[config.mk]
export PLATFORM = sky130hd
export DESIGN_NAME = bpi_cmd_parser
export DESIGN_NICKNAME = d
export VERILOG_FILES = /design/src/rtl/bpi_bus_pkg.sv /design/src/rtl/bpi_cmd_pkg.sv /design/src/rtl/bpi_cmd_parser.sv
export SDC_FILE = /design/constraint.sdc
export NUM_CORES = 1
export LEC_CHECK = 0
export BUFFER_PORTS_ARGS = -buffer_cell sky130_fd_sc_hd__buf_2
export CAP_MARGIN = 20
export CORE_MARGIN = 5
export CORE_UTILIZATION = 25
export CTS_BUF_LIST = sky130_fd_sc_hd__clkbuf_4
export DETAILED_ROUTE_END_ITERATION = 10
export MAX_ROUTING_LAYER = met4
export SYNTH_ARGS = -nofsm -noshare
export SYNTH_HDL_FRONTEND = slang
export SYNTH_SLANG_ARGS = --single-unit
[constraint.sdc]
create_clock -name CLK -period 2.6 [get_ports CLK]
set_input_delay 0.13 -clock CLK [delete_from_list [all_inputs] [get_ports CLK]]
set_output_delay 0.13 -clock CLK [all_outputs]
set_load 0.02 [all_outputs]
[src/rtl/bpi_bus_pkg.sv]
package bpi_bus_pkg;

  typedef logic [15:0] word_t;    // Host and PROM data word
  typedef logic [22:0] addr_t;    // PROM word address
  typedef logic [6:0]  base_t;    // Upper address bits
  typedef logic [15:0] offset_t;  // Lower address bits

  typedef logic [1:0] bpi_op_t;
  localparam bpi_op_t BPI_OP_READ  = 2'b10;
  localparam bpi_op_t BPI_OP_WRITE = 2'b01;

  // One bus cycle toward the low-level port
  typedef struct packed {
    bpi_op_t op;
    addr_t   addr;
    word_t   data;
  } bpi_cycle_t;

  // Returned by the low-level port
  typedef struct packed {
    logic  busy;       // Bus cycle in progress
    logic  load_data;  // Read data valid
    word_t data;
  } bpi_resp_t;

endpackage

[src/rtl/bpi_cmd_pkg.sv]
package bpi_cmd_pkg;

  typedef logic [4:0] usr_cmd_t;

  // Host command codes
  localparam usr_cmd_t CMD_NOOP            = 5'h00;
  localparam usr_cmd_t CMD_READ_1          = 5'h02;
  localparam usr_cmd_t CMD_READ_ARRAY      = 5'h05;
  localparam usr_cmd_t CMD_READ_STATUS_REG = 5'h06;
  localparam usr_cmd_t CMD_BLOCK_ERASE     = 5'h0A;
  localparam usr_cmd_t CMD_PROGRAM         = 5'h0B;
  localparam usr_cmd_t CMD_LOAD_ADDRESS    = 5'h17;
  localparam usr_cmd_t CMD_CLR_BPI_STATUS  = 5'h1C;

  // PROM opcodes, written on the data bus
  localparam bpi_bus_pkg::word_t OPC_READ_ARRAY  = 16'h00FF;
  localparam bpi_bus_pkg::word_t OPC_READ_SR     = 16'h0070;
  localparam bpi_bus_pkg::word_t OPC_ERASE_SETUP = 16'h0020;
  localparam bpi_bus_pkg::word_t OPC_CONFIRM     = 16'h00D0;
  localparam bpi_bus_pkg::word_t OPC_PROGRAM     = 16'h0040;

  typedef enum logic {RD_ARRAY, RD_STATUS} read_mode_t;

  localparam logic [7:0] ERASE_ERR_MASK = 8'h2A;
  localparam logic [7:0] PROG_ERR_MASK  = 8'h1A;
  localparam int         SR_READY_BIT   = 7;    // P/E controller ready

  // Host status word bit positions
  localparam int ST_RBK_EMPTY = 15;
  localparam int ST_RBK_FULL  = 14;
  localparam int ST_RBK_RERR  = 13;
  localparam int ST_RBK_WERR  = 12;
  localparam int ST_CMD_EMPTY = 11;
  localparam int ST_CMD_FULL  = 10;
  localparam int ST_CMD_RERR  = 9;
  localparam int ST_CMD_WERR  = 8;

  // Block geometry
  localparam bpi_bus_pkg::addr_t PARAM_BLOCK_START = 23'h7F0000;
  localparam bpi_bus_pkg::addr_t PARAM_BLOCK_MASK  = 23'h7FC000;  // 16 KWord blocks
  localparam bpi_bus_pkg::addr_t MAIN_BLOCK_MASK   = 23'h7F0000;  // 64 KWord blocks
  localparam bpi_bus_pkg::addr_t BANK_MASK         = 23'h780000;

  typedef struct packed {
    usr_cmd_t            cmd;
    bpi_bus_pkg::addr_t  addr;
    bpi_bus_pkg::word_t  data;
  } seq_req_t;

endpackage

[src/rtl/bpi_cmd_parser.sv]
`timescale 1ns/10ps

module bpi_cmd_parser
(
  input  logic                   CLK,
  input  logic                   local_rst,
  input  logic                   enable,
  input  bpi_bus_pkg::word_t     fifo_data,
  input  logic                   fifo_empty,
  output logic                   fifo_rd,
  output bpi_cmd_pkg::seq_req_t  req,
  output logic                   req_valid,
  input  logic                   req_ready,
  input  logic                   seq_done,
  output logic                   clr_status,
  output logic                   idle
);
  import bpi_bus_pkg::*;
  import bpi_cmd_pkg::*;

  typedef enum logic [2:0] {P_IDLE, P_FETCH, P_EXTRA, P_ISSUE, P_WAIT} parse_state_t;

  parse_state_t state;
  usr_cmd_t     head_cmd;
  usr_cmd_t     cmd_q;
  base_t        arg_q;       // Base from a Load_Address word
  base_t        base_q;
  offset_t      offset_q;
  word_t        prog_data_q;

  assign head_cmd   = usr_cmd_t'(fifo_data[4:0]);
  assign fifo_rd    = (state == P_FETCH) || ((state == P_EXTRA) && !fifo_empty);
  assign clr_status = (state == P_FETCH) && (head_cmd == CMD_CLR_BPI_STATUS);
  assign req_valid  = (state == P_ISSUE);
  assign idle       = (state == P_IDLE);
  assign req        = '{cmd: cmd_q, addr: {base_q, offset_q}, data: prog_data_q};

  ////////////////////
  // Word decode FSM
  always_ff @(posedge CLK or posedge local_rst)
  begin
    if (local_rst)
    begin
      state    <= P_IDLE;
      cmd_q    <= CMD_NOOP;
      base_q   <= '0;
      offset_q <= '0;
    end
    else
    begin
      case (state)
        P_IDLE:
          if (enable && !fifo_empty)
            state <= P_FETCH;
        P_FETCH:
        begin
          cmd_q <= head_cmd;
          case (head_cmd)
            CMD_LOAD_ADDRESS,
            CMD_PROGRAM:         state <= P_EXTRA;   // Second word follows
            CMD_READ_1,
            CMD_READ_ARRAY,
            CMD_READ_STATUS_REG,
            CMD_BLOCK_ERASE:     state <= P_ISSUE;
            default:             state <= P_IDLE;    // NoOp, local clear, unknown
          endcase
        end
        P_EXTRA:
          if (!fifo_empty)
          begin
            if (cmd_q == CMD_LOAD_ADDRESS)
            begin
              base_q   <= arg_q;
              offset_q <= fifo_data;
              state    <= P_IDLE;
            end
            else
              state <= P_ISSUE;
          end
        P_ISSUE:
          if (req_ready)
            state <= P_WAIT;
        P_WAIT:
          if (seq_done)
          begin
            // Step through the array word by word
            if ((cmd_q == CMD_READ_1) || (cmd_q == CMD_PROGRAM))
              offset_q <= offset_q + 1'b1;
            state <= P_IDLE;
          end
        default: state <= P_IDLE;
      endcase
    end
  end

  always_ff @(posedge CLK)
  begin
    if (state == P_FETCH)
      arg_q <= fifo_data[11:5];
    if ((state == P_EXTRA) && !fifo_empty)
      prog_data_q <= fifo_data;      // Load_Address leaves it unused
  end

endmodule

# Word-level counts from Yosys, hierarchy flattened
# Cells that the tools add are included.
dict set report totals {
  regBits 54
  in_bits 22
  word_cells 53
}
dict set report op_classes {
  n_addsub 1
  n_eq_ne 20
  n_mux 12
  bitwise 1
  n_reduce_logical 13
}
# cell n
set op_table {}
lappend op_table {{$mux 16} 4}
lappend op_table {{$pmux 16 s2} 1}
lappend op_table {{$add 16x1->16 const B} 1}
lappend op_table {{$eq 5x4->1 const B} 3}
lappend op_table {{$eq 5x5->1 const B} 3}
lappend op_table {{$pmux 3 s5} 1}
lappend op_table {{$mux 3} 4}
lappend op_table {{$eq 5x2->1 const B} 2}
lappend op_table {{$eq 5x3->1 const B} 2}
lappend op_table {{$eq 3x2->1 const B} 2}
lappend op_table {{$ne 2x1->1 const B} 3}
lappend op_table {{$ne 2x2->1 const B} 3}
lappend op_table {{$reduce_and 5->1} 1}
lappend op_table {{$pmux 2 s2} 1}
lappend op_table {{$reduce_and 4->1} 1}
lappend op_table {{$reduce_or 4->1} 1}
lappend op_table {{$eq 3x1->1 const B} 1}
lappend op_table {{$eq 3x3->1 const B} 1}
lappend op_table {{$logic_and 1x1->1} 3}
lappend op_table {{$logic_not 3->1} 1}
lappend op_table {{$reduce_and 3->1} 1}
lappend op_table {{$logic_or 1x1->1} 2}
lappend op_table {{$mux 2} 1}
lappend op_table {{$reduce_bool 2->1} 1}
lappend op_table {{3 further kinds} 3}

# Logic depth before layout (Yosys ltp)
dict set report logic_depth {
  depth_word 5
  mapped_depth 7
  depth_no_buf 5
}

# Worst setup path before layout
# No wires, ideal clock.
dict set report synth_timing {
  path_kind {flip-flop to flip-flop}
  startpoint {reg state[2]}
  endpoint {reg offset_q[2]}
  setup_ns 0.126
  t_arrival_ns 2.052
  path_slack_ns 0.421
  path_stages_with_launch 8
  path_buffers 3
  path_cell_list {dfrtp_1 -> buf_4 -> nor4b_4 -> and3_1 -> buf_2 -> buf_2 -> o22ai_1 -> o2bb2ai_1}
}
dict set report synth_via {
  elab_chain_len 3
}
# item line
set synth_lines {}
lappend synth_lines {{from (decl)} bpi_cmd_parser.sv:23} ;# parse_state_t state;
lappend synth_lines {{from (signal assigned)} bpi_cmd_parser.sv:44} ;# state <= P_IDLE;
lappend synth_lines {{from (signal assigned)} bpi_cmd_parser.sv:54} ;# state <= P_FETCH;
lappend synth_lines {{from (signal assigned)} bpi_cmd_parser.sv:60} ;# CMD_PROGRAM: state <= P_EXTRA;
lappend synth_lines {{$eq 3x3->1 / $eq 3x2->1 (equally long branches)} bpi_cmd_parser.sv:51} ;# case (state)
lappend synth_lines {{$ne 2x2->1 (no source line) (tied with other cells)} --}
lappend synth_lines {{$reduce_and 5->1 (no source line)} --}
lappend synth_lines {{to (signal assigned)} bpi_cmd_parser.sv:74} ;# offset_q <= fifo_data;
lappend synth_lines {{to (signal assigned)} bpi_cmd_parser.sv:88} ;# offset_q <= offset_q + 1'b1;
lappend synth_lines {{to (decl)} bpi_cmd_parser.sv:28} ;# offset_t offset_q;
# Parallel ways exist; a longest one is shown, timed or not.
# A chain may end at the register's enable or synchronous reset.

# Worst setup path in the final report
dict set report layout_timing {
  startpoint {reg state[0]}
  endpoint {out clr_status}
}
dict set report layout_via {
  elab_chain_len 2
}
# item line
set layout_lines {}
lappend layout_lines {{$eq 3x1->1} bpi_cmd_parser.sv:33} ;# assign clr_status = (state == P_FETCH) && (head_cmd == CMD_CLR_BPI_STATUS);
lappend layout_lines {{$logic_and 1x1->1} bpi_cmd_parser.sv:33}
lappend layout_lines {{to (decl)} bpi_cmd_parser.sv:15} ;# output logic clr_status,
# No other way between the ends.

==> impl_metrics.env <==
export IMPL_pre_cts_slack_ns=0.543
export IMPL_whs_path_depth=1
export IMPL_syn_area_per_cell_um2=11.3
export IMPL_setup_viol=0
export IMPL_outcome="finished, final reports clean"
export IMPL_synth_top_cells_by_area="dfrtp_1 (31%), edfxtp_1 (28%), nand2_1 (5.2%), nor2_1 (2.8%), and3_1 (2.7%)"
export IMPL_detail_route_antenna_nets=0
export IMPL_dr_first_iter_drc_count=146
export IMPL_cts_tree="done"
export IMPL_cp_end_kind="output pin"
export IMPL_rows=36
export IMPL_post_route_min_period_ns=2.25
export IMPL_fin_tns_setup_ns=0
export IMPL_yosys_area_top_type="dfrtp_1"
export IMPL_cts_setup_buffers=0
export IMPL_p_int_w=0.00186
export IMPL_die_area_um2=12100
export IMPL_ys_warn_count=0
export IMPL_skew_ns=0.00343
export IMPL_hold_violations=0
export IMPL_critPathArrivalTime_ns=2.12
export IMPL_start_util_pct=25.7
export IMPL_insertion_delay_ns=0.37
export IMPL_power_switching_fraction_pct=39.1
export IMPL_pwr_share_comb_pct=35.7
export IMPL_vias=2107
export IMPL_remaining_drc_errors=0
export IMPL_hold_path_class="in -> reg"
export IMPL_clk_path_buf_depth=2
export IMPL_syn_area_um2=2510
export IMPL_slew_headroom_pct=49.5
export IMPL_use_met3_pct=2.68
export IMPL_final_setup_worst_slack_ns=0.348
export IMPL_required_ns=2.47
export IMPL_p_switching_w=0.00120
export IMPL_overflow=0
export IMPL_io_buffers=69
export IMPL_antenna_found_initial=0
export IMPL_grt_max_degree=32
export IMPL_synth_ff_type="dfrtp_1"
export IMPL_crit_fanout=13
export IMPL_pwr_share_clk_pct=18.8
export IMPL_yosysSeqAreaShare_pct=58.4
export IMPL_powerDensity_nw_per_um2=939
export IMPL_drv_slew=0
export IMPL_cts_htree_levels=2
export IMPL_leakage_nw=1.46
export IMPL_rr_worst_depth=6
export IMPL_yosysUniqueCellTypes=48
export IMPL_maxCapViolCount=0
export IMPL_post_drt_via_cell_ratio=4.76
export IMPL_drive_gt1_share_pct=31.3
export IMPL_post_route_util_pct=33.3
export IMPL_yosys_top_cells_count="nand2_1 (35), dfrtp_1 (31), edfxtp_1 (23)"
export IMPL_yosysMostFrequentCell="nand2_1"
export IMPL_clk_pin_slew_worst_paths_ns=0.16
export IMPL_syn_inst=222
export IMPL_wl_um=6740
export IMPL_cts_made_buffers=5
export IMPL_synth_edf_count=23
export IMPL_power_frac_seq_pct=45.5
export IMPL_dpl_cell_count=420
export IMPL_synth_seq_cells=54
export IMPL_die_y_um=110
export IMPL_ios=70
export IMPL_wl_per_cell_um=15.2
export IMPL_root_buffer="clkbuf_4"
export IMPL_area_growth_pct=29.9
export IMPL_clock_sinks=54
export IMPL_use_met1_pct=15.8
export IMPL_grt_pass1_vias=2097
export IMPL_yosysTopAreaCellShare_pct=30.9
export IMPL_worstSetupPathType="reg -> out"
export IMPL_fmax_mhz=444
export IMPL_antennaDiodeCount=0
export IMPL_grt_busiest_layer="met2"
export IMPL_core_area_um2=9770
export IMPL_layoutNonFillerInstCount=443
export IMPL_dr_pass1_iters=4
export IMPL_max_slew_worst_pin_slew_ns=0.754
export IMPL_ir_drop_v=0.000685
export IMPL_track_usage_pct=11.6
export IMPL_grt_pass1_wl_um=10700
export IMPL_p_total_w=0.00306
export IMPL_num_nets_final=332
export IMPL_async_reset_ff_share_pct=57.4
export IMPL_rsz0062_at_grt="no"
export IMPL_use_met2_pct=17.7
export IMPL_gp_congestion=0.851
export IMPL_start_kind="register"
export IMPL_fin_crit_sh_pct=86.6
export IMPL_syn_num_nets=245
export IMPL_dp_hpwl_um=4960
export IMPL_die_width_um=110
-- worst max-delay path, cell delays in order, from the launching register on --
cell     delay (ns)
dfrtp_1        0.62
nor3b_2        0.71
and3_1         0.26
buf_2          0.16
-- worst paths after layout --
| check | start | slack [ns] | end |
|---|---|---|---|
| setup / recovery | state[0] | 0.35 | clr_status |
| hold / removal | fifo_data[3] | 0.04 | prog_data_q[3] |
| setup reg to reg | state[0] | 0.51 | offset_q[4] |
| hold reg to reg | arg_q[1] | 0.46 | base_q[1] |
| max in group asynchronous | local_rst | 1.92 | cmd_q[1] |
| min in group asynchronous | local_rst | 0.37 | base_q[3] |
-- kinds of logic after synthesis --
kind of cell	share of synthesized area [%]
DFF	58.4
buffers and inverters	3.74
muxes	2.24
adders and majority gates	0.498
xor gates and xnor gates	0.698
AOI/OAI and AO/OA	13.5
and+or+nand+nor	20.9
-- power by group through the flow --
| stage | Combinational (W) | Clock, W | Sequential, W |
|---|---|---|---|
| after floorplan | 0.000522 | 0 | 0.00156 |
| after global placement | 0.00108 | 0 | 0.00140 |
| after detailed placement | 0.00109 | 0 | 0.00141 |
| after CTS | 0.00111 | 0.000593 | 0.00139 |
| after global routing | 0.00119 | 0.000629 | 0.00144 |
| final | 0.00109 | 0.000574 | 0.00139 |
-- sequential cells by signal (all words and copies together), names as in the netlist --
signal / cells
state: 3
base_q: 7
arg_q: 7
offset_q: 16
prog_data_q: 16
cmd_q: 5
-- timing repair --
| item | CTS | global route |
|---|---|---|
| endpoints found under the hold margin | 51 | 0 |
| gates resized for setup | 0 | 0 |
| hold buffers | 15 | 0 |
-- layout by cell type, fill, tap and decap left out, drive strengths merged, types with 5 or more instances in the layout --
master / netlist / routed
a211oi: 5 / 5
and3: 11 / 11
buf: 7 / 76
clkbuf: 4 / 5
dfrtp: 31 / 31
dlygate4sd3: 0 / 15
edfxtp: 23 / 23
inv: 6 / 6
mux2: 5 / 5
nand2: 35 / 35
nand4: 5 / 5
nor2: 19 / 19
nor3: 10 / 10
o21ai: 5 / 5
-- stage by stage --
stage          hold slack (ns)  instance area (µm²)
2_1_floorplan            0.229                 2510
3_3_place_gp             0.240                 3000
3_5_place_dp             0.249                 3000
4_1_cts                 0.0215                 3260
5_1_grt                 0.0117                 3260
6_report                0.0391                 3260
-- final cells by class --
type                       instances  area, µm²
inverter                           6       22.5
timing repair buffer              91        548
clock inverter                     3       68.8
tap                              133        166
fill                            1014       6520
clock buffer                       5       37.5
sequential                        54       1470
multi-input combinational        151        950
-- per-layer routing --
metal | wire, µm | vias up | part of all wire [%]
li1 | - | 1011 | -
met1 | 3130 | 1031 | 46
met2 | 3150 | 59 | 47
met3 | 397 | 6 | 5.9
met4 | 59 | 0 | 0.87
met5 | 0 | - | 0
Note: power is estimated with default switching activity, not from simulation.
