File: config.mk
export PLATFORM = sky130hd
export DESIGN_NAME = bpi_status_reg
export DESIGN_NICKNAME = d
export VERILOG_FILES = /design/src/rtl/bpi_bus_pkg.sv /design/src/rtl/bpi_cmd_pkg.sv /design/src/rtl/bpi_status_reg.sv
export SDC_FILE = /design/constraint.sdc
export NUM_CORES = 1
export LEC_CHECK = 0
export BUFFER_PORTS_ARGS = -buffer_cell sky130_fd_sc_hd__clkbuf_2
export CAP_MARGIN = 40
export CORE_MARGIN = 2
export CORE_UTILIZATION = 39
export CTS_CLUSTER_SIZE = 20
export DETAILED_ROUTE_END_ITERATION = 6
export PLACE_DENSITY = 0.78
export SYNTH_ARGS = -nofsm -noshare
export SYNTH_HDL_FRONTEND = slang
export SYNTH_SLANG_ARGS = --single-unit
File: constraint.sdc
create_clock -name CLK -period 1 [get_ports CLK]
set_input_delay 0.15 -clock CLK [delete_from_list [all_inputs] [get_ports CLK]]
set_output_delay 0.15 -clock CLK [all_outputs]
set_load 0.01 [all_outputs]
File: src/rtl/bpi_bus_pkg.sv
package bpi_bus_pkg;

  typedef logic [15:0] word_t;    // Host and PROM data word
  typedef logic [22:0] addr_t;    // PROM word address
  typedef logic [6:0]  base_t;    // Upper address bits
  typedef logic [15:0] offset_t;  // Lower address bits

  typedef logic [1:0] bpi_op_t;
  localparam bpi_op_t BPI_OP_READ  = 2'b10;
  localparam bpi_op_t BPI_OP_WRITE = 2'b01;

  // One bus cycle toward the low-level port
  typedef struct packed {
    bpi_op_t op;
    addr_t   addr;
    word_t   data;
  } bpi_cycle_t;

  // Returned by the low-level port
  typedef struct packed {
    logic  busy;       // Bus cycle in progress
    logic  load_data;  // Read data valid
    word_t data;
  } bpi_resp_t;

endpackage

File: src/rtl/bpi_cmd_pkg.sv
package bpi_cmd_pkg;

  typedef logic [4:0] usr_cmd_t;

  // Host command codes
  localparam usr_cmd_t CMD_NOOP            = 5'h00;
  localparam usr_cmd_t CMD_READ_1          = 5'h02;
  localparam usr_cmd_t CMD_READ_ARRAY      = 5'h05;
  localparam usr_cmd_t CMD_READ_STATUS_REG = 5'h06;
  localparam usr_cmd_t CMD_BLOCK_ERASE     = 5'h0A;
  localparam usr_cmd_t CMD_PROGRAM         = 5'h0B;
  localparam usr_cmd_t CMD_LOAD_ADDRESS    = 5'h17;
  localparam usr_cmd_t CMD_CLR_BPI_STATUS  = 5'h1C;

  // PROM opcodes, written on the data bus
  localparam bpi_bus_pkg::word_t OPC_READ_ARRAY  = 16'h00FF;
  localparam bpi_bus_pkg::word_t OPC_READ_SR     = 16'h0070;
  localparam bpi_bus_pkg::word_t OPC_ERASE_SETUP = 16'h0020;
  localparam bpi_bus_pkg::word_t OPC_CONFIRM     = 16'h00D0;
  localparam bpi_bus_pkg::word_t OPC_PROGRAM     = 16'h0040;

  typedef enum logic {RD_ARRAY, RD_STATUS} read_mode_t;

  localparam logic [7:0] ERASE_ERR_MASK = 8'h2A;
  localparam logic [7:0] PROG_ERR_MASK  = 8'h1A;
  localparam int         SR_READY_BIT   = 7;    // P/E controller ready

  // Host status word bit positions
  localparam int ST_RBK_EMPTY = 15;
  localparam int ST_RBK_FULL  = 14;
  localparam int ST_RBK_RERR  = 13;
  localparam int ST_RBK_WERR  = 12;
  localparam int ST_CMD_EMPTY = 11;
  localparam int ST_CMD_FULL  = 10;
  localparam int ST_CMD_RERR  = 9;
  localparam int ST_CMD_WERR  = 8;

  // Block geometry
  localparam bpi_bus_pkg::addr_t PARAM_BLOCK_START = 23'h7F0000;
  localparam bpi_bus_pkg::addr_t PARAM_BLOCK_MASK  = 23'h7FC000;  // 16 KWord blocks
  localparam bpi_bus_pkg::addr_t MAIN_BLOCK_MASK   = 23'h7F0000;  // 64 KWord blocks
  localparam bpi_bus_pkg::addr_t BANK_MASK         = 23'h780000;

  typedef struct packed {
    usr_cmd_t            cmd;
    bpi_bus_pkg::addr_t  addr;
    bpi_bus_pkg::word_t  data;
  } seq_req_t;

endpackage

File: src/rtl/bpi_status_reg.sv
`timescale 1ns/10ps

module bpi_status_reg
(
  input  logic               CLK,
  input  logic               local_rst,
  input  logic               rbk_empty,
  input  logic               rbk_full,
  input  logic               rbk_rd_err,
  input  logic               rbk_wr_err,
  input  logic               cmd_empty,
  input  logic               cmd_full,
  input  logic               cmd_rd_err,
  input  logic               cmd_wr_err,
  input  logic [7:0]         sr_byte,
  input  logic               sr_valid,
  input  logic               clr_status,
  output bpi_bus_pkg::word_t status
);
  import bpi_cmd_pkg::*;

  // PROM error bits dropped by a clear, bits 5, 4, 3 and 1
  localparam logic [7:0] SR_CLR_MASK = ERASE_ERR_MASK | PROG_ERR_MASK;

  always_ff @(posedge CLK or posedge local_rst)
  begin
    if (local_rst)
      status <= '0;
    else
    begin
      status[ST_RBK_EMPTY] <= rbk_empty;
      status[ST_RBK_FULL]  <= rbk_full;
      status[ST_RBK_RERR]  <= !clr_status && (status[ST_RBK_RERR] || rbk_rd_err);  // Sticky
      status[ST_RBK_WERR]  <= !clr_status && (status[ST_RBK_WERR] || rbk_wr_err);
      status[ST_CMD_EMPTY] <= cmd_empty;
      status[ST_CMD_FULL]  <= cmd_full;
      status[ST_CMD_RERR]  <= !clr_status && (status[ST_CMD_RERR] || cmd_rd_err);
      status[ST_CMD_WERR]  <= !clr_status && (status[ST_CMD_WERR] || cmd_wr_err);
      if (sr_valid)
        status[7:0] <= sr_byte;
      else if (clr_status)
        status[7:0] <= status[7:0] & ~SR_CLR_MASK;
    end
  end

endmodule

* After elaboration in Yosys (flattened, before gate mapping)
Cells that the tools add are included.
** Operators by class
- Multiplexer cells :: 2
- Reductions and logical operators :: 10
** Operator list (count)
- $mux 8 :: 1
- $mux 6 :: 1
- $logic_and 1x1->1 :: 4
- $logic_or 1x1->1 :: 4
- $reduce_bool 2->1 :: 1
- $logic_not 1->1 :: 1
** Word-level totals
- Register bits :: 16

* Depth between registers and ports, before layout
Gate-level depths: netlist (run 1).
- Word-level depth :: 2
- Gate-level depth with buffers :: 3
- Gate-level depth less buffers :: 2

* Worst setup path after synthesis (run 1)
OpenSTA, ideal clock, no wires.
- Path type :: reg2reg
- Start :: register status[0] (netlist name)
- End :: register status[0]
- Stages on the path, launching flop included :: 2
- Required time :: 875 ps
- Data arrival time :: 654 ps
- Setup slack :: 221 ps
- Path buffers :: 0
- Cells stage by stage :: dfrtp_1 -> mux2_4
** RTL lines
- to (signal, indexed assignment) :: line bpi_status_reg.sv:31 : status[ST_RBK_EMPTY] <= rbk_empty;
- to (signal, indexed assignment) :: line bpi_status_reg.sv:32 : status[ST_RBK_FULL] <= rbk_full;
- to (signal, indexed assignment) :: line bpi_status_reg.sv:33 : status[ST_RBK_RERR] <= !clr_status && (status[ST_RBK_RERR] || rbk_rd_err);
- to (decl) :: line bpi_status_reg.sv:18 : output bpi_bus_pkg::word_t status

* Final worst setup path (run 1)
- Start :: register status[3]
- End :: output status[3]
No word-level cell between the ends.

==> qor.csv, run 1 <==
stage,metric,value,unit
min_path,min_from,rbk_wr_err,
timing,fin_skew,0,ps
setup_path,r2r_cells,2,
drt,drt_iter0_markers,9,
timing,relSlewSlack,82.4,%
timing,worst_slew_pin_slew,264,ps
setup_path,crit_type,reg2out,
clocking,clk_pin_slew,90,ps
floorplanning,start_util,42.0,%
clocking,tritoncts,built,
setup_path,slowest_stage,dfrtp_1,
timing,fmax,1040,MHz
timing,hold_viol_final,0,
global_route,antenna_found_initial,0,
setup_path,cp-end-kind,primary output,
synthesis,yosysWarnings,0,
finish,largest_reg_flops,16,
setup_path,r2r-end,status[0],
timing,setup_violations,0,
floorplanning,die_y,41.7,µm
timing,layout_min_cycle_time,961,ps
status,outcome,"complete, no violations",
power,power.total,1.34,mW
floorplanning,ioPinCount,36,
min_path,holdCritPathClass,in2reg,
drt,detail-route-antenna-nets,0,
finish,top_regs,status: 16 flops,
power,power_density,1590,nW/µm²
floorplanning,die_w,41.7,µm
drt,drc,0,
floorplanning,placementRows,13,
setup_path,worstPathRequired,850,ps
min_path,hold_path_end,status[12],
timing,rsz0062_at_grt,true,
setup_path,crit_family,flip-flops,
setup_path,critPathLaunchType,flop,
drt,vias,449,
placement,hpwl,826,µm
synthesis,yosysUniqueCellTypes,10,
finish,final_area,845,µm²
finish,final_cells,98,
global_route,track_usage,15.0,%
synthesis,syn-mean-instance-area,14.9,µm²
setup_path,cp_num_buf_inv,1,
clocking,cts.sinks,16,
setup_path,rr_startpoint,status[0],
synthesis,yosysTopAreaCell,dfrtp_1,
clocking,numCtsBuffers,3,
power,leakagePower,0.468,nW
clocking,cts-resized-gates,0,
drt,routed_via_density,4.58,
flow_run,maxCapViolCount,0,
clocking,htree_num_levels,1,
synthesis,synthCells,37,
min_path,hold_depth,3,
placement,dpl-instance-area,743,µm²
synthesis,ys_ff_latch,16,
setup_path,cp.arrival,810,ps
setup_path,r2r_slack,110,ps
synthesis,yosysSeqAreaShare,72.4,%
synthesis,synth_nets,57,
setup_path,slowest_delay,400,ps
synthesis,netlist_top_cells_area,"dfrtp_1 (72%), mux2_4 (11%), nor2_1 (5.4%)",
timing,drv_slew,0,
global_route,grt_pass1_wl,1910,µm
clocking,clock_path_buffers,2,
finish,fill_cells,116,
placement,gp_congestion,0.608,
synthesis,yosysTopAreaCellShare,72.4,%
finish,syn_to_final_growth,52.7,%
floorplanning,coreArea,1320,µm²
drt,routed_wl,1220,µm
clocking,worst_skew_pair.late_latency,280,ps
floorplanning,dieArea,1740,µm²
placement,io_buffers,35,
global_route,grt_pass1_vias,424,
clocking,cts_root_buffer,clkbuf_4,
synthesis,syn_area,553,µm²
drt,dr.pass1.iters,4,
global_route,grt_max_degree,17,
drt,wl_per_cell,12.4,µm
global_route,overflow,0,
finish,drive_gt1_share,56.6,%
setup_path,path_cells,clkbuf_2,
finish,diodes,0,
setup_path,cp_max_fo,2,
placement,dp_cells,87,
power,ir_worst_vdd,920,µV
timing,period_share,96.1,%
finish,final_nets,104,
finish,largest_register,status,
[cells by family (layout without fill, tap and decap cells)]
kind of cell,count (synthesis),in the layout,synth area share (%)
multiplexers,4,4,10.9
AO/OA/AOI/OAI,4,4,5.66
flip-flops,16,16,72.4
AND/OR/NAND/NOR,11,11,8.37
buffers and inverters,2,48,2.71
[layer usage]
layer / vias to the layer above / GRT usage [%] / routed length, µm
met5: - / 0 / 0
met4: 0 / 7.74 / 29
met3: 6 / 4.35 / 73
met2: 23 / 23.8 / 590
met1: 209 / 18.5 / 521
li1: 211 / - / -
[layout make-up]
type	instances	area (µm²)	area share, %
multi-input cells	19	138	16.3
well taps	15	18.8	2.22
inverters	1	3.75	0.444
flip-flops and latches	16	400	47.4
repair buffers	43	248	29.3
clock buffers	4	36.3	4.30
[power breakdown]
part | internal [mW] | leakage [nW] | switching [mW]
Clock | 0.221 | 0.0210 | 0.188
Combinational | 0.118 | 0.253 | 0.0944
Sequential | 0.693 | 0.194 | 0.0244
[how the worst max path moves through the flow]
stage | slack [ps] | end | cells after the start | from
floorplan | 220 | status[0] | 1 | status[0]
global placement | 180 | status[7] | 2 | sr_valid
detailed placement | 160 | status[0] | 2 | sr_valid
CTS | 30 | status[0] | 1 | status[0]
global route | -8 | status[1] | 1 | status[1]
finish | 40 | status[3] | 1 | status[3]
[per-stage QoR]
step | hold WS [ps] | utilization [%] | setup WS [ps] | setup TNS, ps
after floorplan | 63.7 | - | 221 | 0
after global placement | 142 | 56.4 | 177 | 0
after detailed placement | 151 | 56.4 | 162 | 0
after CTS | 81.1 | 63.0 | 27.5 | 0
after global routing | 80.7 | 64.1 | -7.52 | -7.96
final | 87.4 | 64.1 | 39.0 | 0
[cell usage after synthesis]
library cell and number:
a22o_1 3, inv_1 1, mux2_4 4, buf_6 1, nor2_2 1, dfrtp_1 16, o21ai_1 1, nor2_1 8
nand2_1 1, nand2b_1 1
[what timing repair did]
action	in CTS	in global routing
endpoints found under the hold margin	20	0
setup buffers	0	2
setup endpoints to repair	0	3
hold buffers	5	0
[placed cells by master, fill, tap and decap left out]
master / n
nor2_2: 1
mux2_4: 4
nor2_1: 8
buf_4: 3
dlygate4sd3_1: 5
nand2b_1: 1
o21ai_1: 1
inv_1: 1
dfrtp_1: 16
clkbuf_2: 35
clkbuf_4: 3
clkbuf_8: 1
nand2_1: 1
a22o_1: 3
Power figures use the tool's default switching activity.
==> run 2, diff against run 1 <==
--- a/config.mk
+++ b/config.mk
@@ -11,7 +11,7 @@
 export CORE_UTILIZATION = 39
 export CTS_CLUSTER_SIZE = 20
 export DETAILED_ROUTE_END_ITERATION = 6
-export PLACE_DENSITY = 0.78
+export PLACE_DENSITY = 0.75
 export SYNTH_ARGS = -nofsm -noshare
 export SYNTH_HDL_FRONTEND = slang
 export SYNTH_SLANG_ARGS = --single-unit
==> run 2 against run 1 <==
Effect of this change:
- sequential share of layout area stayed put
- first-iteration DRC count decreased by 56%
- highest routed layer is now met3
- hold slack got worse by 3.7 ps
- via count decreased by 3.8%
- sequential power hardly changed
- non-clock buffer count stayed put
- final area unchanged
- largest cell class unchanged
- critical path type unchanged
- cell count is the same
==> qor.csv, run 2 (same netlist as run 1, synthesis figures left out) <==
stage,metric,value,unit
finish,final_area,845,µm²
setup_path,path_cells,clkbuf_2,
setup_path,cp_max_fo,2,
setup_path,cp-end-kind,primary output,
setup_path,critPathLaunchType,flop,
power,power_switching,0.308,mW
placement,io_buffers,35,
clocking,cts_root_buffer,clkbuf_4,
timing,drv_slew,0,
floorplanning,ioPinCount,36,
power,pwr-share-clk,31.0,%
finish,final_nets,104,
timing,setup_tns,0,ps
finish,multiInputGateArea,138,µm²
finish,syn_to_final_growth,52.7,%
floorplanning,dieArea,1740,µm²
flow_run,maxCapViolCount,0,
timing,period_share,95.1,%
finish,layout_commonest_cell,clkbuf_2,
setup_path,rr_startpoint,status[3],
global_route,antenna_found_initial,0,
drt,met1_length,448,µm
finish,seqCellArea,400,µm²
clocking,cts.sinks,16,
power,seq_power_share,53.4,%
power,power.total,1.34,mW
timing,rsz0062_at_grt,true,
setup_path,slowest_stage,dfrtp_1,
clocking,numCtsBuffers,3,
power,power_density,1590,nW/µm²
setup_path,cp.arrival,800,ps
finish,drive_gt1_share,56.6,%
power,swShare,23.0,%
timing,worst_slew_pin_slew,313,ps
setup_path,worstPathRequired,850,ps
drt,vias,432,
finish,postLayoutCoreUtil,64.1,%
drt,dr.pass1.iters,4,
drt,top_layer,met3,
placement,gp_congestion,0.634,
clocking,htree_num_levels,1,
timing,finalWorstSetupSlack,48.7,ps
clocking,clock_path_buffers,2,
power,intPower,1.03,mW
finish,fill_cells,105,
timing,fin_skew,0,ps
placement,dp_cells,87,
drt,wl_met3,88,µm
placement,pre_cts_ws,150,ps
finish,diodes,0,
timing,fmax,1050,MHz
drt,drc,0,
finish,final_cell_mix,"clkbuf_2 (35), dfrtp_1 (16), nor2_1 (8)",
finish,largest_register,status,
drt,routed_via_density,4.41,
clocking,clk_pin_slew,90,ps
min_path,holdCritPathClass,in2reg,
clocking,tritoncts,built,
setup_path,cp_num_buf_inv,1,
finish,top_regs,status: 16 flops,
floorplanning,start_util,42.0,%
floorplanning,die_w,41.7,µm
timing,relSlewSlack,79.1,%
setup_path,startpoint,status[6],
power,ir_worst_vdd,1020,µV
status,outcome,"complete, no violations",
timing,hold_viol_final,0,
floorplanning,die_y,41.7,µm
drt,wl_per_cell,11.3,µm
floorplanning,coreArea,1320,µm²
drt,routed_wl,1110,µm
clocking,cts-resized-gates,0,
min_path,min_from,rbk_wr_err,
setup_path,crit_family,flip-flops,
timing,worst_hold_slack,83.6,ps
placement,dpl-instance-area,743,µm²
clocking,worst_skew_pair.late_latency,280,ps
finish,largest_reg_flops,16,
drt,met2_length,575,µm
global_route,track_usage,14.8,%
global_route,grt_max_degree,11,
drt,detail-route-antenna-nets,0,
global_route,overflow,0,
setup_path,slowest_delay,390,ps
timing,setup_violations,0,
setup_path,crit_type,reg2out,
global_route,grt_pass1_vias,440,
power,combPwrFrac,15.5,%
drt,drt_iter0_markers,4,
timing,layout_min_cycle_time,951,ps
global_route,grt_pass1_wl,1930,µm
power,leakagePower,0.468,nW
floorplanning,placementRows,13,
finish,final_cells,98,
-- run 2: cell counts in the layout (fill, tap and decap cells not counted) --
No cell type changed its count.
-- run 2: power groups by stage --
stage                     clock, mW  combinational [mW]  sequential [mW]
after detailed placement          0               0.188            0.727
after global routing          0.467               0.229            0.722
final                         0.416               0.208            0.716
after CTS                     0.436               0.202            0.716
after floorplan                   0              0.0686            0.752
after global placement            0               0.183            0.729
-- run 2: worst paths after layout --
| kind | cells past startpoint | slack [ps] | endpoint |
|---|---|---|---|
| worst max-delay path | 1 | 50 | status[6] |
| worst min-delay path | 3 | 80 | status[12] |
| worst max register to register | 2 | 220 | status[3] |
| worst min register to register | 2 | 490 | status[12] |
| max in group asynchronous | 4 | 240 | status[13] |
| min in group asynchronous | 3 | 340 | status[2] |
-- run 2: repair_timing --
action                                  4_1_cts  5_1_grt
buffers inserted                              0        2
hold buffers                                  5        0
endpoints found under the setup margin        0        3
hold endpoints to repair                     12        0
-- run 2: metal layers --
| layer | track usage [%] | vias to the layer above |
|---|---|---|
| li1 | - | 213 |
| met1 | 18.5 | 200 |
| met2 | 23.4 | 19 |
| met3 | 6.52 | 0 |
| met4 | 3.87 | 0 |
| met5 | 0 | - |
-- run 2: final cells by class --
class	instances	area share (%)
well taps	15	2.22
flip-flops and latches	16	47.4
clock buffers	4	4.30
repair buffers	43	29.3
multi-input cells	19	16.3
inverters	1	0.444
