**config.mk**
```make
export PLATFORM = sky130hd
export DESIGN_NAME = bpi_sequencer
export DESIGN_NICKNAME = d
export VERILOG_FILES = /design/src/rtl/bpi_bus_pkg.sv /design/src/rtl/bpi_cmd_pkg.sv /design/src/rtl/bpi_sequencer.sv
export SDC_FILE = /design/constraint.sdc
export NUM_CORES = 1
export LEC_CHECK = 0
export ABC_AREA = 1
export ABC_CLOCK_PERIOD_IN_PS = 5540
export BUFFER_PORTS_ARGS = -buffer_cell sky130_fd_sc_hd__buf_2
export CAP_MARGIN = 10
export CORE_MARGIN = 10
export CORE_UTILIZATION = 47
export DETAILED_ROUTE_END_ITERATION = 16
export MAX_ROUTING_LAYER = met4
export PLACE_DENSITY = 0.84
export SYNTH_ARGS = -nofsm -noshare
export SYNTH_HDL_FRONTEND = slang
export SYNTH_SLANG_ARGS = --single-unit
```
**constraint.sdc**
```tcl
create_clock -name CLK -period 5.54 [get_ports CLK]
set_input_delay 1.108 -clock CLK [delete_from_list [all_inputs] [get_ports CLK]]
set_output_delay 1.108 -clock CLK [all_outputs]
set_load 0.01 [all_outputs]
```
**src/rtl/bpi_bus_pkg.sv**
```systemverilog
package bpi_bus_pkg;

  typedef logic [15:0] word_t;    // Host and PROM data word
  typedef logic [22:0] addr_t;    // PROM word address
  typedef logic [6:0]  base_t;    // Upper address bits
  typedef logic [15:0] offset_t;  // Lower address bits

  typedef logic [1:0] bpi_op_t;
  localparam bpi_op_t BPI_OP_READ  = 2'b10;
  localparam bpi_op_t BPI_OP_WRITE = 2'b01;

  // One bus cycle toward the low-level port
  typedef struct packed {
    bpi_op_t op;
    addr_t   addr;
    word_t   data;
  } bpi_cycle_t;

  // Returned by the low-level port
  typedef struct packed {
    logic  busy;       // Bus cycle in progress
    logic  load_data;  // Read data valid
    word_t data;
  } bpi_resp_t;

endpackage

```
**src/rtl/bpi_cmd_pkg.sv**
```systemverilog
package bpi_cmd_pkg;

  typedef logic [4:0] usr_cmd_t;

  // Host command codes
  localparam usr_cmd_t CMD_NOOP            = 5'h00;
  localparam usr_cmd_t CMD_READ_1          = 5'h02;
  localparam usr_cmd_t CMD_READ_ARRAY      = 5'h05;
  localparam usr_cmd_t CMD_READ_STATUS_REG = 5'h06;
  localparam usr_cmd_t CMD_BLOCK_ERASE     = 5'h0A;
  localparam usr_cmd_t CMD_PROGRAM         = 5'h0B;
  localparam usr_cmd_t CMD_LOAD_ADDRESS    = 5'h17;
  localparam usr_cmd_t CMD_CLR_BPI_STATUS  = 5'h1C;

  // PROM opcodes, written on the data bus
  localparam bpi_bus_pkg::word_t OPC_READ_ARRAY  = 16'h00FF;
  localparam bpi_bus_pkg::word_t OPC_READ_SR     = 16'h0070;
  localparam bpi_bus_pkg::word_t OPC_ERASE_SETUP = 16'h0020;
  localparam bpi_bus_pkg::word_t OPC_CONFIRM     = 16'h00D0;
  localparam bpi_bus_pkg::word_t OPC_PROGRAM     = 16'h0040;

  typedef enum logic {RD_ARRAY, RD_STATUS} read_mode_t;

  localparam logic [7:0] ERASE_ERR_MASK = 8'h2A;
  localparam logic [7:0] PROG_ERR_MASK  = 8'h1A;
  localparam int         SR_READY_BIT   = 7;    // P/E controller ready

  // Host status word bit positions
  localparam int ST_RBK_EMPTY = 15;
  localparam int ST_RBK_FULL  = 14;
  localparam int ST_RBK_RERR  = 13;
  localparam int ST_RBK_WERR  = 12;
  localparam int ST_CMD_EMPTY = 11;
  localparam int ST_CMD_FULL  = 10;
  localparam int ST_CMD_RERR  = 9;
  localparam int ST_CMD_WERR  = 8;

  // Block geometry
  localparam bpi_bus_pkg::addr_t PARAM_BLOCK_START = 23'h7F0000;
  localparam bpi_bus_pkg::addr_t PARAM_BLOCK_MASK  = 23'h7FC000;  // 16 KWord blocks
  localparam bpi_bus_pkg::addr_t MAIN_BLOCK_MASK   = 23'h7F0000;  // 64 KWord blocks
  localparam bpi_bus_pkg::addr_t BANK_MASK         = 23'h780000;

  typedef struct packed {
    usr_cmd_t            cmd;
    bpi_bus_pkg::addr_t  addr;
    bpi_bus_pkg::word_t  data;
  } seq_req_t;

endpackage

```
**src/rtl/bpi_sequencer.sv**
```systemverilog
`timescale 1ns/10ps

module bpi_sequencer
(
  input  logic                    CLK,
  input  logic                    local_rst,
  input  bpi_cmd_pkg::seq_req_t   req,
  input  logic                    req_valid,
  output logic                    req_ready,
  output logic                    seq_done,
  output bpi_bus_pkg::bpi_cycle_t cycle,
  output logic                    execute,
  input  bpi_bus_pkg::bpi_resp_t  resp,
  output logic                    rbk_wr,
  output logic [7:0]              sr_byte,
  output logic                    sr_valid
);
  import bpi_bus_pkg::*;
  import bpi_cmd_pkg::*;

  typedef enum logic [2:0] {S_IDLE, S_CYC1, S_CYC2, S_POLL, S_FINISH} seq_state_t;

  seq_state_t state;
  seq_req_t   op_q;
  read_mode_t mode;
  logic       launched;     // Execute sent for this bus cycle
  logic       busy_seen;    // Port has gone busy since
  logic       bus_done;
  logic       sr_load;
  logic       sr_ready;
  logic       ready_now;
  addr_t      bank_addr;
  addr_t      block_addr;

  assign req_ready = (state == S_IDLE);
  assign seq_done  = (state == S_FINISH);
  assign execute   = (state inside {S_CYC1, S_CYC2, S_POLL}) && !launched && !resp.busy;
  assign bus_done  = busy_seen && !resp.busy;

  assign bank_addr  = op_q.addr & BANK_MASK;
  assign block_addr = (op_q.addr >= PARAM_BLOCK_START) ? (op_q.addr & PARAM_BLOCK_MASK)
                                                       : (op_q.addr & MAIN_BLOCK_MASK);

  // Read data routing by mode
  assign rbk_wr    = resp.load_data && (state == S_CYC1) && (op_q.cmd == CMD_READ_1) &&
                     (mode == RD_ARRAY);
  assign sr_load   = resp.load_data && ((state == S_POLL) ||
                     ((state == S_CYC1) && (op_q.cmd == CMD_READ_1) && (mode == RD_STATUS)));
  assign ready_now = sr_load ? resp.data[SR_READY_BIT] : sr_ready;

  ////////////////////
  // Bus cycle contents
  always_comb
  begin
    cycle.op   = BPI_OP_WRITE;
    cycle.addr = bank_addr;
    cycle.data = '0;
    case (state)
      S_CYC1:
        case (op_q.cmd)
          CMD_READ_ARRAY:      cycle.data = OPC_READ_ARRAY;
          CMD_READ_STATUS_REG: cycle.data = OPC_READ_SR;
          CMD_READ_1:
          begin
            cycle.op   = BPI_OP_READ;
            cycle.addr = op_q.addr;
          end
          CMD_PROGRAM:
          begin
            cycle.addr = op_q.addr;
            cycle.data = OPC_PROGRAM;
          end
          default:
          begin
            cycle.addr = block_addr;    // Erase setup
            cycle.data = OPC_ERASE_SETUP;
          end
        endcase
      S_CYC2:
        if (op_q.cmd == CMD_PROGRAM)
        begin
          cycle.addr = op_q.addr;
          cycle.data = op_q.data;
        end
        else
        begin
          cycle.addr = block_addr;
          cycle.data = OPC_CONFIRM;
        end
      S_POLL:   cycle.op = BPI_OP_READ;   // Status read, any bank address
      default:  cycle.data = '0;
    endcase
  end

  ////////////////////
  // Sequencing FSM
  always_ff @(posedge CLK or posedge local_rst)
  begin
    if (local_rst)
    begin
      state     <= S_IDLE;
      mode      <= RD_ARRAY;     // PROM powers up in array mode
      launched  <= 1'b0;
      busy_seen <= 1'b0;
      sr_ready  <= 1'b0;
      sr_valid  <= 1'b0;
    end
    else
    begin
      sr_valid <= 1'b0;
      if (execute)
        launched <= 1'b1;
      if (launched && resp.busy)
        busy_seen <= 1'b1;
      if (bus_done)
      begin
        launched  <= 1'b0;
        busy_seen <= 1'b0;
      end
      if (sr_load)
        sr_ready <= resp.data[SR_READY_BIT];
      case (state)
        S_IDLE:
          if (req_valid)
            state <= S_CYC1;
        S_CYC1:
          if (bus_done)
          begin
            case (op_q.cmd)
              CMD_READ_ARRAY:      mode <= RD_ARRAY;
              CMD_READ_STATUS_REG: mode <= RD_STATUS;
              default:             mode <= mode;
            endcase
            if ((op_q.cmd == CMD_PROGRAM) || (op_q.cmd == CMD_BLOCK_ERASE))
              state <= S_CYC2;
            else
              state <= S_FINISH;
            sr_valid <= (op_q.cmd == CMD_READ_1) && (mode == RD_STATUS);
          end
        S_CYC2:
          if (bus_done)
          begin
            mode     <= RD_STATUS;
            sr_ready <= 1'b0;
            state    <= S_POLL;
          end
        S_POLL:
          if (bus_done && ready_now)
          begin
            sr_valid <= 1'b1;     // Final status of the operation
            state    <= S_FINISH;
          end
        default: state <= S_IDLE;
      endcase
    end
  end

  always_ff @(posedge CLK)
  begin
    if (req_valid && req_ready)
      op_q <= req;
    if (sr_load)
      sr_byte <= resp.data[7:0];
  end

endmodule

```
# --- Word level (Yosys, flattened, before mapping) ---
# Index checks and enable logic that the tools add are counted.
# Widths: inputs -> output; s select.
totals:
  reg_bits: 60
op_classes:
  muxes: 28
  n_eq_ne: 14
  bitwise: 1
  n_reduce_logical: 26
  order_cmp: 1
ops:
  columns: ["cell", "count"]
  rows:
  - ["$pmux 19 s2", 2]
  - ["$mux 32", 1]
  - ["$pmux 16 s2", 1]
  - ["$pmux 8 s4", 1]
  - ["$ge 23x23->1 const B", 1]
  - ["$mux 16", 1]
  - ["$mux 3", 5]
  - ["$logic_and 1x1->1", 13]
  - ["$pmux 3 s4", 1]
  - ["$mux 1", 11]
  - ["$eq 5x3->1 const B", 2]
  - ["$eq 5x4->1 const B", 2]
  - ["$reduce_and 4->1", 2]
  - ["$eq 3x2->1 const B", 2]
  - ["$ne 2x2->1 const B", 3]
  - ["$pmux 1 s2", 3]
  - ["$reduce_bool 2->1", 3]
  - ["$eq 5x2->1 const B", 1]
  - ["$pmux 2 s2", 1]
  - ["$reduce_or 2->1", 2]
  - ["$eq 3x1->1 const B", 1]
  - ["$eq 3x3->1 const B", 1]
  - ["$logic_not 3->1", 1]
  - ["$ne 3x1->1 const B", 1]
  - ["other kinds (6)", 8]

# --- Depth between registers and ports, before layout ---
depth:
  ltp_word: 9
  ltp_mapped: 12
  mapped_depth_nobuf: 12

# --- Least setup slack after synthesis ---
# OpenSTA, ideal clock, no wires.
synth_timing:
  path_kind: "input -> register"
  from: "input port req_valid"
  to: "register op_q, in the netlist bank_addr[19], enable pin"
  cell_stages: 2
  path_buffers: 0
  t_arrival_ns: 4.165
  path_slack_ns: 0.875
  setup_ns: 0.500
  required_ns: 5.040
  cell_sequence: "inv_1 nor3_1"
synth_between:
  elab_chain_cells: 1
synth_rtl:
  columns: ["item", "line_no", "source"]
  rows:
  - ["start, declared", "bpi_sequencer.sv:8", "input logic req_valid,"]
  - ["$logic_and 1x1->1", "bpi_sequencer.sv:160", "if (req_valid && req_ready)"]
  - ["end signal, assigned", "bpi_sequencer.sv:161", "op_q <= req;"]
  - ["end, declared", "bpi_sequencer.sv:24", "seq_req_t op_q;"]
# Every way passes these cells.
# A chain may end at the register's enable or synchronous reset.

==> results.md <==
Status:
- The flow ran to the end, and the final reports show no timing, DRC or antenna violations.

GRT:
- The aggregate global routing overflow is 0.
- The via count of the first global-routing pass is 2,050.
- The number of antenna violations at the first check in global routing is 0.
- The first global-routing pass estimated 9.09 mm of wire.
- Entering global routing, the biggest net connects 45 pins.
- Across every metal layer, demand over resource in global routing totals 0.133.

Timing:
- The hold violation count in the final report came to 0.
- The max-slew headroom at the worst pin is 0.639.
- Setup repair after global routing left no endpoint under its margin.
- At the pin with the least slew margin, the transition time is 0.541 ns.
- Between clock sinks in the finished design, the worst skew comes to 0.00400 ns.
- The top achievable clock speed is 322 MHz.
- The number of pins exceeding their max-slew limit in the final report came to 0.
- The routed design could run at a clock period as short as 3.11 ns.
- Final hold analysis gives a worst-case slack of 0.478 ns.
- The total negative slack is 0 ns.
- Dividing the final minimum period by the clock period gives 0.561.
- The final setup violation count is 0.

Placement:
- The global placement routability congestion is 0.821.
- The number of port buffers is 110.
- The HPWL after detailed placement is 4.74 mm.
- The cell count after placement is 405.

Clock tree:
- The quantity of hold-fixing buffers added after cts is 0.
- The post-cts resize count is 0.
- The clock passes through at most 2 buffers.
- Post-CTS timing repair inserted 0 buffers for setup.
- The number of clock sinks is 60.
- After clock tree synthesis, the clock-pin slew on the worst setup and hold paths is 0.06 ns.
- The clock latency on the worst-skew pair is 0.32 ns.
- The CTS buffer count is 9.
- TritonCTS built the clock tree.
- The buffer cell driving the clock tree root is sky130_fd_sc_hd__clkbuf_8.
- The number of levels the H-tree was split into is 3.

Worst setup path:
- At the worst endpoint, the arrival time is 2.00 ns.
- For the worst flop-to-flop path, the logic depth is 10.
- The timing endpoint of the critical path is cycle[20].
- For the worst setup path, the data required time is 4.43 ns.
- STA classifies the critical path startpoint as a flop.
- The reg-to-reg critical path startpoint is state[1].
- The most critical setup path has its startpoint at state[1].
- Of all nets on the critical path, the largest fanout is 14.
- The category of the critical setup timing path is reg2out.
- The slack of the worst reg-to-reg path is 3.91 ns.
- The worst register-to-register path ends at state[1].
- The nature of the critical path endpoint is an output port.

Cells and area:
- The fraction of final layout cells sized beyond drive strength 1 is 0.460.
- Excluding fillers, the count of instances in the completed layout stands at 420.
- The relative area change from synthesis to final layout is 27.7%.
- The repair_antennas step left the layout with diodes totalling 0.
- After the last flow step, the layout net total stands at 409.

Power and ir drop:
- Across the VDD grid, the largest voltage drop is 0.000216 V.
- The power density normalized to cell area is 387 nW/um^2.
- The leakage power is 0.00165 uW.

Route:
- The via count is 1,933.
- The total iterations of the first detailed-routing run is 5.
- The detailed-routed wire length on met3 is 624 um.
- The average via count per standard cell is 4.60.
- The final antenna-violating net count is 0.
- The highest metal layer used by the detailed router is met4.
- After detailed routing, the number of remaining DRC violations is 0.
- The detailed-route wire length per cell is 14.4 um.
- Summed over all layers, the routed wires come to 6.03 mm.
- The met1 routed wirelength after detailed routing is 2.35 mm.
- The routed length on met2 is 3.00 mm.
- The initial DRC count is 90.

Die:
- The die extent in y is 95.4 um.
- The core area is 5510 sq um.
- The horizontal die dimension is 95.4 um.
- The full die area is 9090 sq um.
- The initial utilization of the core area, before any placement, comes to 0.485.
- The count of standard-cell rows is 27.
- In this run the count of I/O pins placed on the die edge is 119.

Synthesis:
- A synthesized cell averages 11.7 sq um.
- The number of different library cells used by synthesis comes to 27.
- The fraction of the yosys area taken by sequential cells is 0.660.
- The number of nets handed over by synthesis was 294.
- Synthesis handed over a netlist of 229 instances.
- For this run, the number of Yosys warnings is 0.
- The synthesized netlist occupies a cell area of 2670 sq um.
- The synthesized design contains 60 register bits.

Job:
- The count of max-cap constraint violations is 0.

Worst hold path:
- The class of the most critical hold timing path is reg2reg.
cell families (layout without fill, tap and decap cells):
group	after synthesis	after routing	share of synthesized area
DFF	60	60	0.660
and+or+nand+nor	91	91	0.197
buffers and inverters	57	176	0.0966
AOI/OAI and AO/OA	21	21	0.0459
critical path, stage by stage, from the launching register on:
cell,delay (ns)
sky130_fd_sc_hd__dfrtp_1,0.56
sky130_fd_sc_hd__inv_2,0.08
sky130_fd_sc_hd__nor2_4,0.29
sky130_fd_sc_hd__inv_2,0.13
sky130_fd_sc_hd__nand2_2,0.11
sky130_fd_sc_hd__nand2_4,0.06
sky130_fd_sc_hd__nand2_4,0.06
sky130_fd_sc_hd__inv_4,0.11
sky130_fd_sc_hd__nor2_1,0.12
sky130_fd_sc_hd__buf_2,0.14
where the power goes:
group	leakage [uW]	switching, uW	internal [uW]
Clock	0.0000761	149	153
Sequential	0.000582	42.3	612
Combinational	0.000994	249	115
Total	0.00165	440	879
worst min path at each step:
stage / start / to / slack, ns / depth (start not counted)
CTS: busy_seen / busy_seen / 0.49 / 1
floorplan: busy_seen / busy_seen / 0.45 / 1
global placement: busy_seen / busy_seen / 0.46 / 1
detailed placement: busy_seen / busy_seen / 0.47 / 1
global route: busy_seen / busy_seen / 0.52 / 1
finish: busy_seen / busy_seen / 0.48 / 1
per-stage QoR:
| stage | total power, uW | area, sq um | util | setup WS (ns) |
|---|---|---|---|---|
| after global placement | 1010 | 3260 | 0.592 | 2.81 |
| final | 1320 | 3410 | 0.619 | 2.43 |
| after floorplan | 921 | 2670 | - | 0.875 |
| after CTS | 1330 | 3410 | 0.619 | 2.42 |
| after global routing | 1400 | 3410 | 0.619 | 2.24 |
| after detailed placement | 1030 | 3260 | 0.592 | 2.77 |
flip-flops by register name, summed over array words and instances, names as in the netlist:
register	count
state	3
bank_addr	4
sr_valid	1
mode	1
op_q	40
busy_seen	1
launched	1
sr_ready	1
sr_byte	8
routing by layer:
metal,global-route usage,vias to the layer above
li1,-,969
met1,0.147,873
met2,0.217,85
met3,0.0471,6
met4,0.0486,0
met5,-,-
cells in the final DEF (no fill, tap or decap), drive strengths merged, types with 5 or more instances in the layout:
cell type	count
buf	111
edfxtp	52
inv	49
nor2	39
nand2	35
o21ai	14
clkbuf	10
dfrtp	8
nand3	6
clkinv	6
nand4	5
Yosys cell counts, drive strengths merged:
| cell | number | share of area |
|---|---|---|
| a21oi | 3 | 0.0056 |
| a311oi | 1 | 0.0056 |
| and2 | 1 | 0.0023 |
| buf | 7 | 0.023 |
| clkinv | 1 | 0.0033 |
| dfrtp | 8 | 0.075 |
| edfxtp | 52 | 0.59 |
| inv | 49 | 0.070 |
| nand2 | 35 | 0.064 |
| nand3 | 6 | 0.015 |
| nand4 | 5 | 0.012 |
| nor2 | 39 | 0.092 |
| nor3 | 4 | 0.0094 |
| nor4 | 1 | 0.0023 |
| o211ai | 1 | 0.0028 |
| o21a | 2 | 0.0056 |
| o21ai | 14 | 0.026 |
final cells by class:
class,instances,area (sq um)
Clock buffer,10,128
Clock inverter,5,20.0
Multi-Input combinational cell,112,654
Tap cell,72,90.1
Timing Repair Buffer,111,558
Inverter,50,195
Sequential cell,60,1760
Fill cell,466,2100
Power figures use the tool's default switching activity.
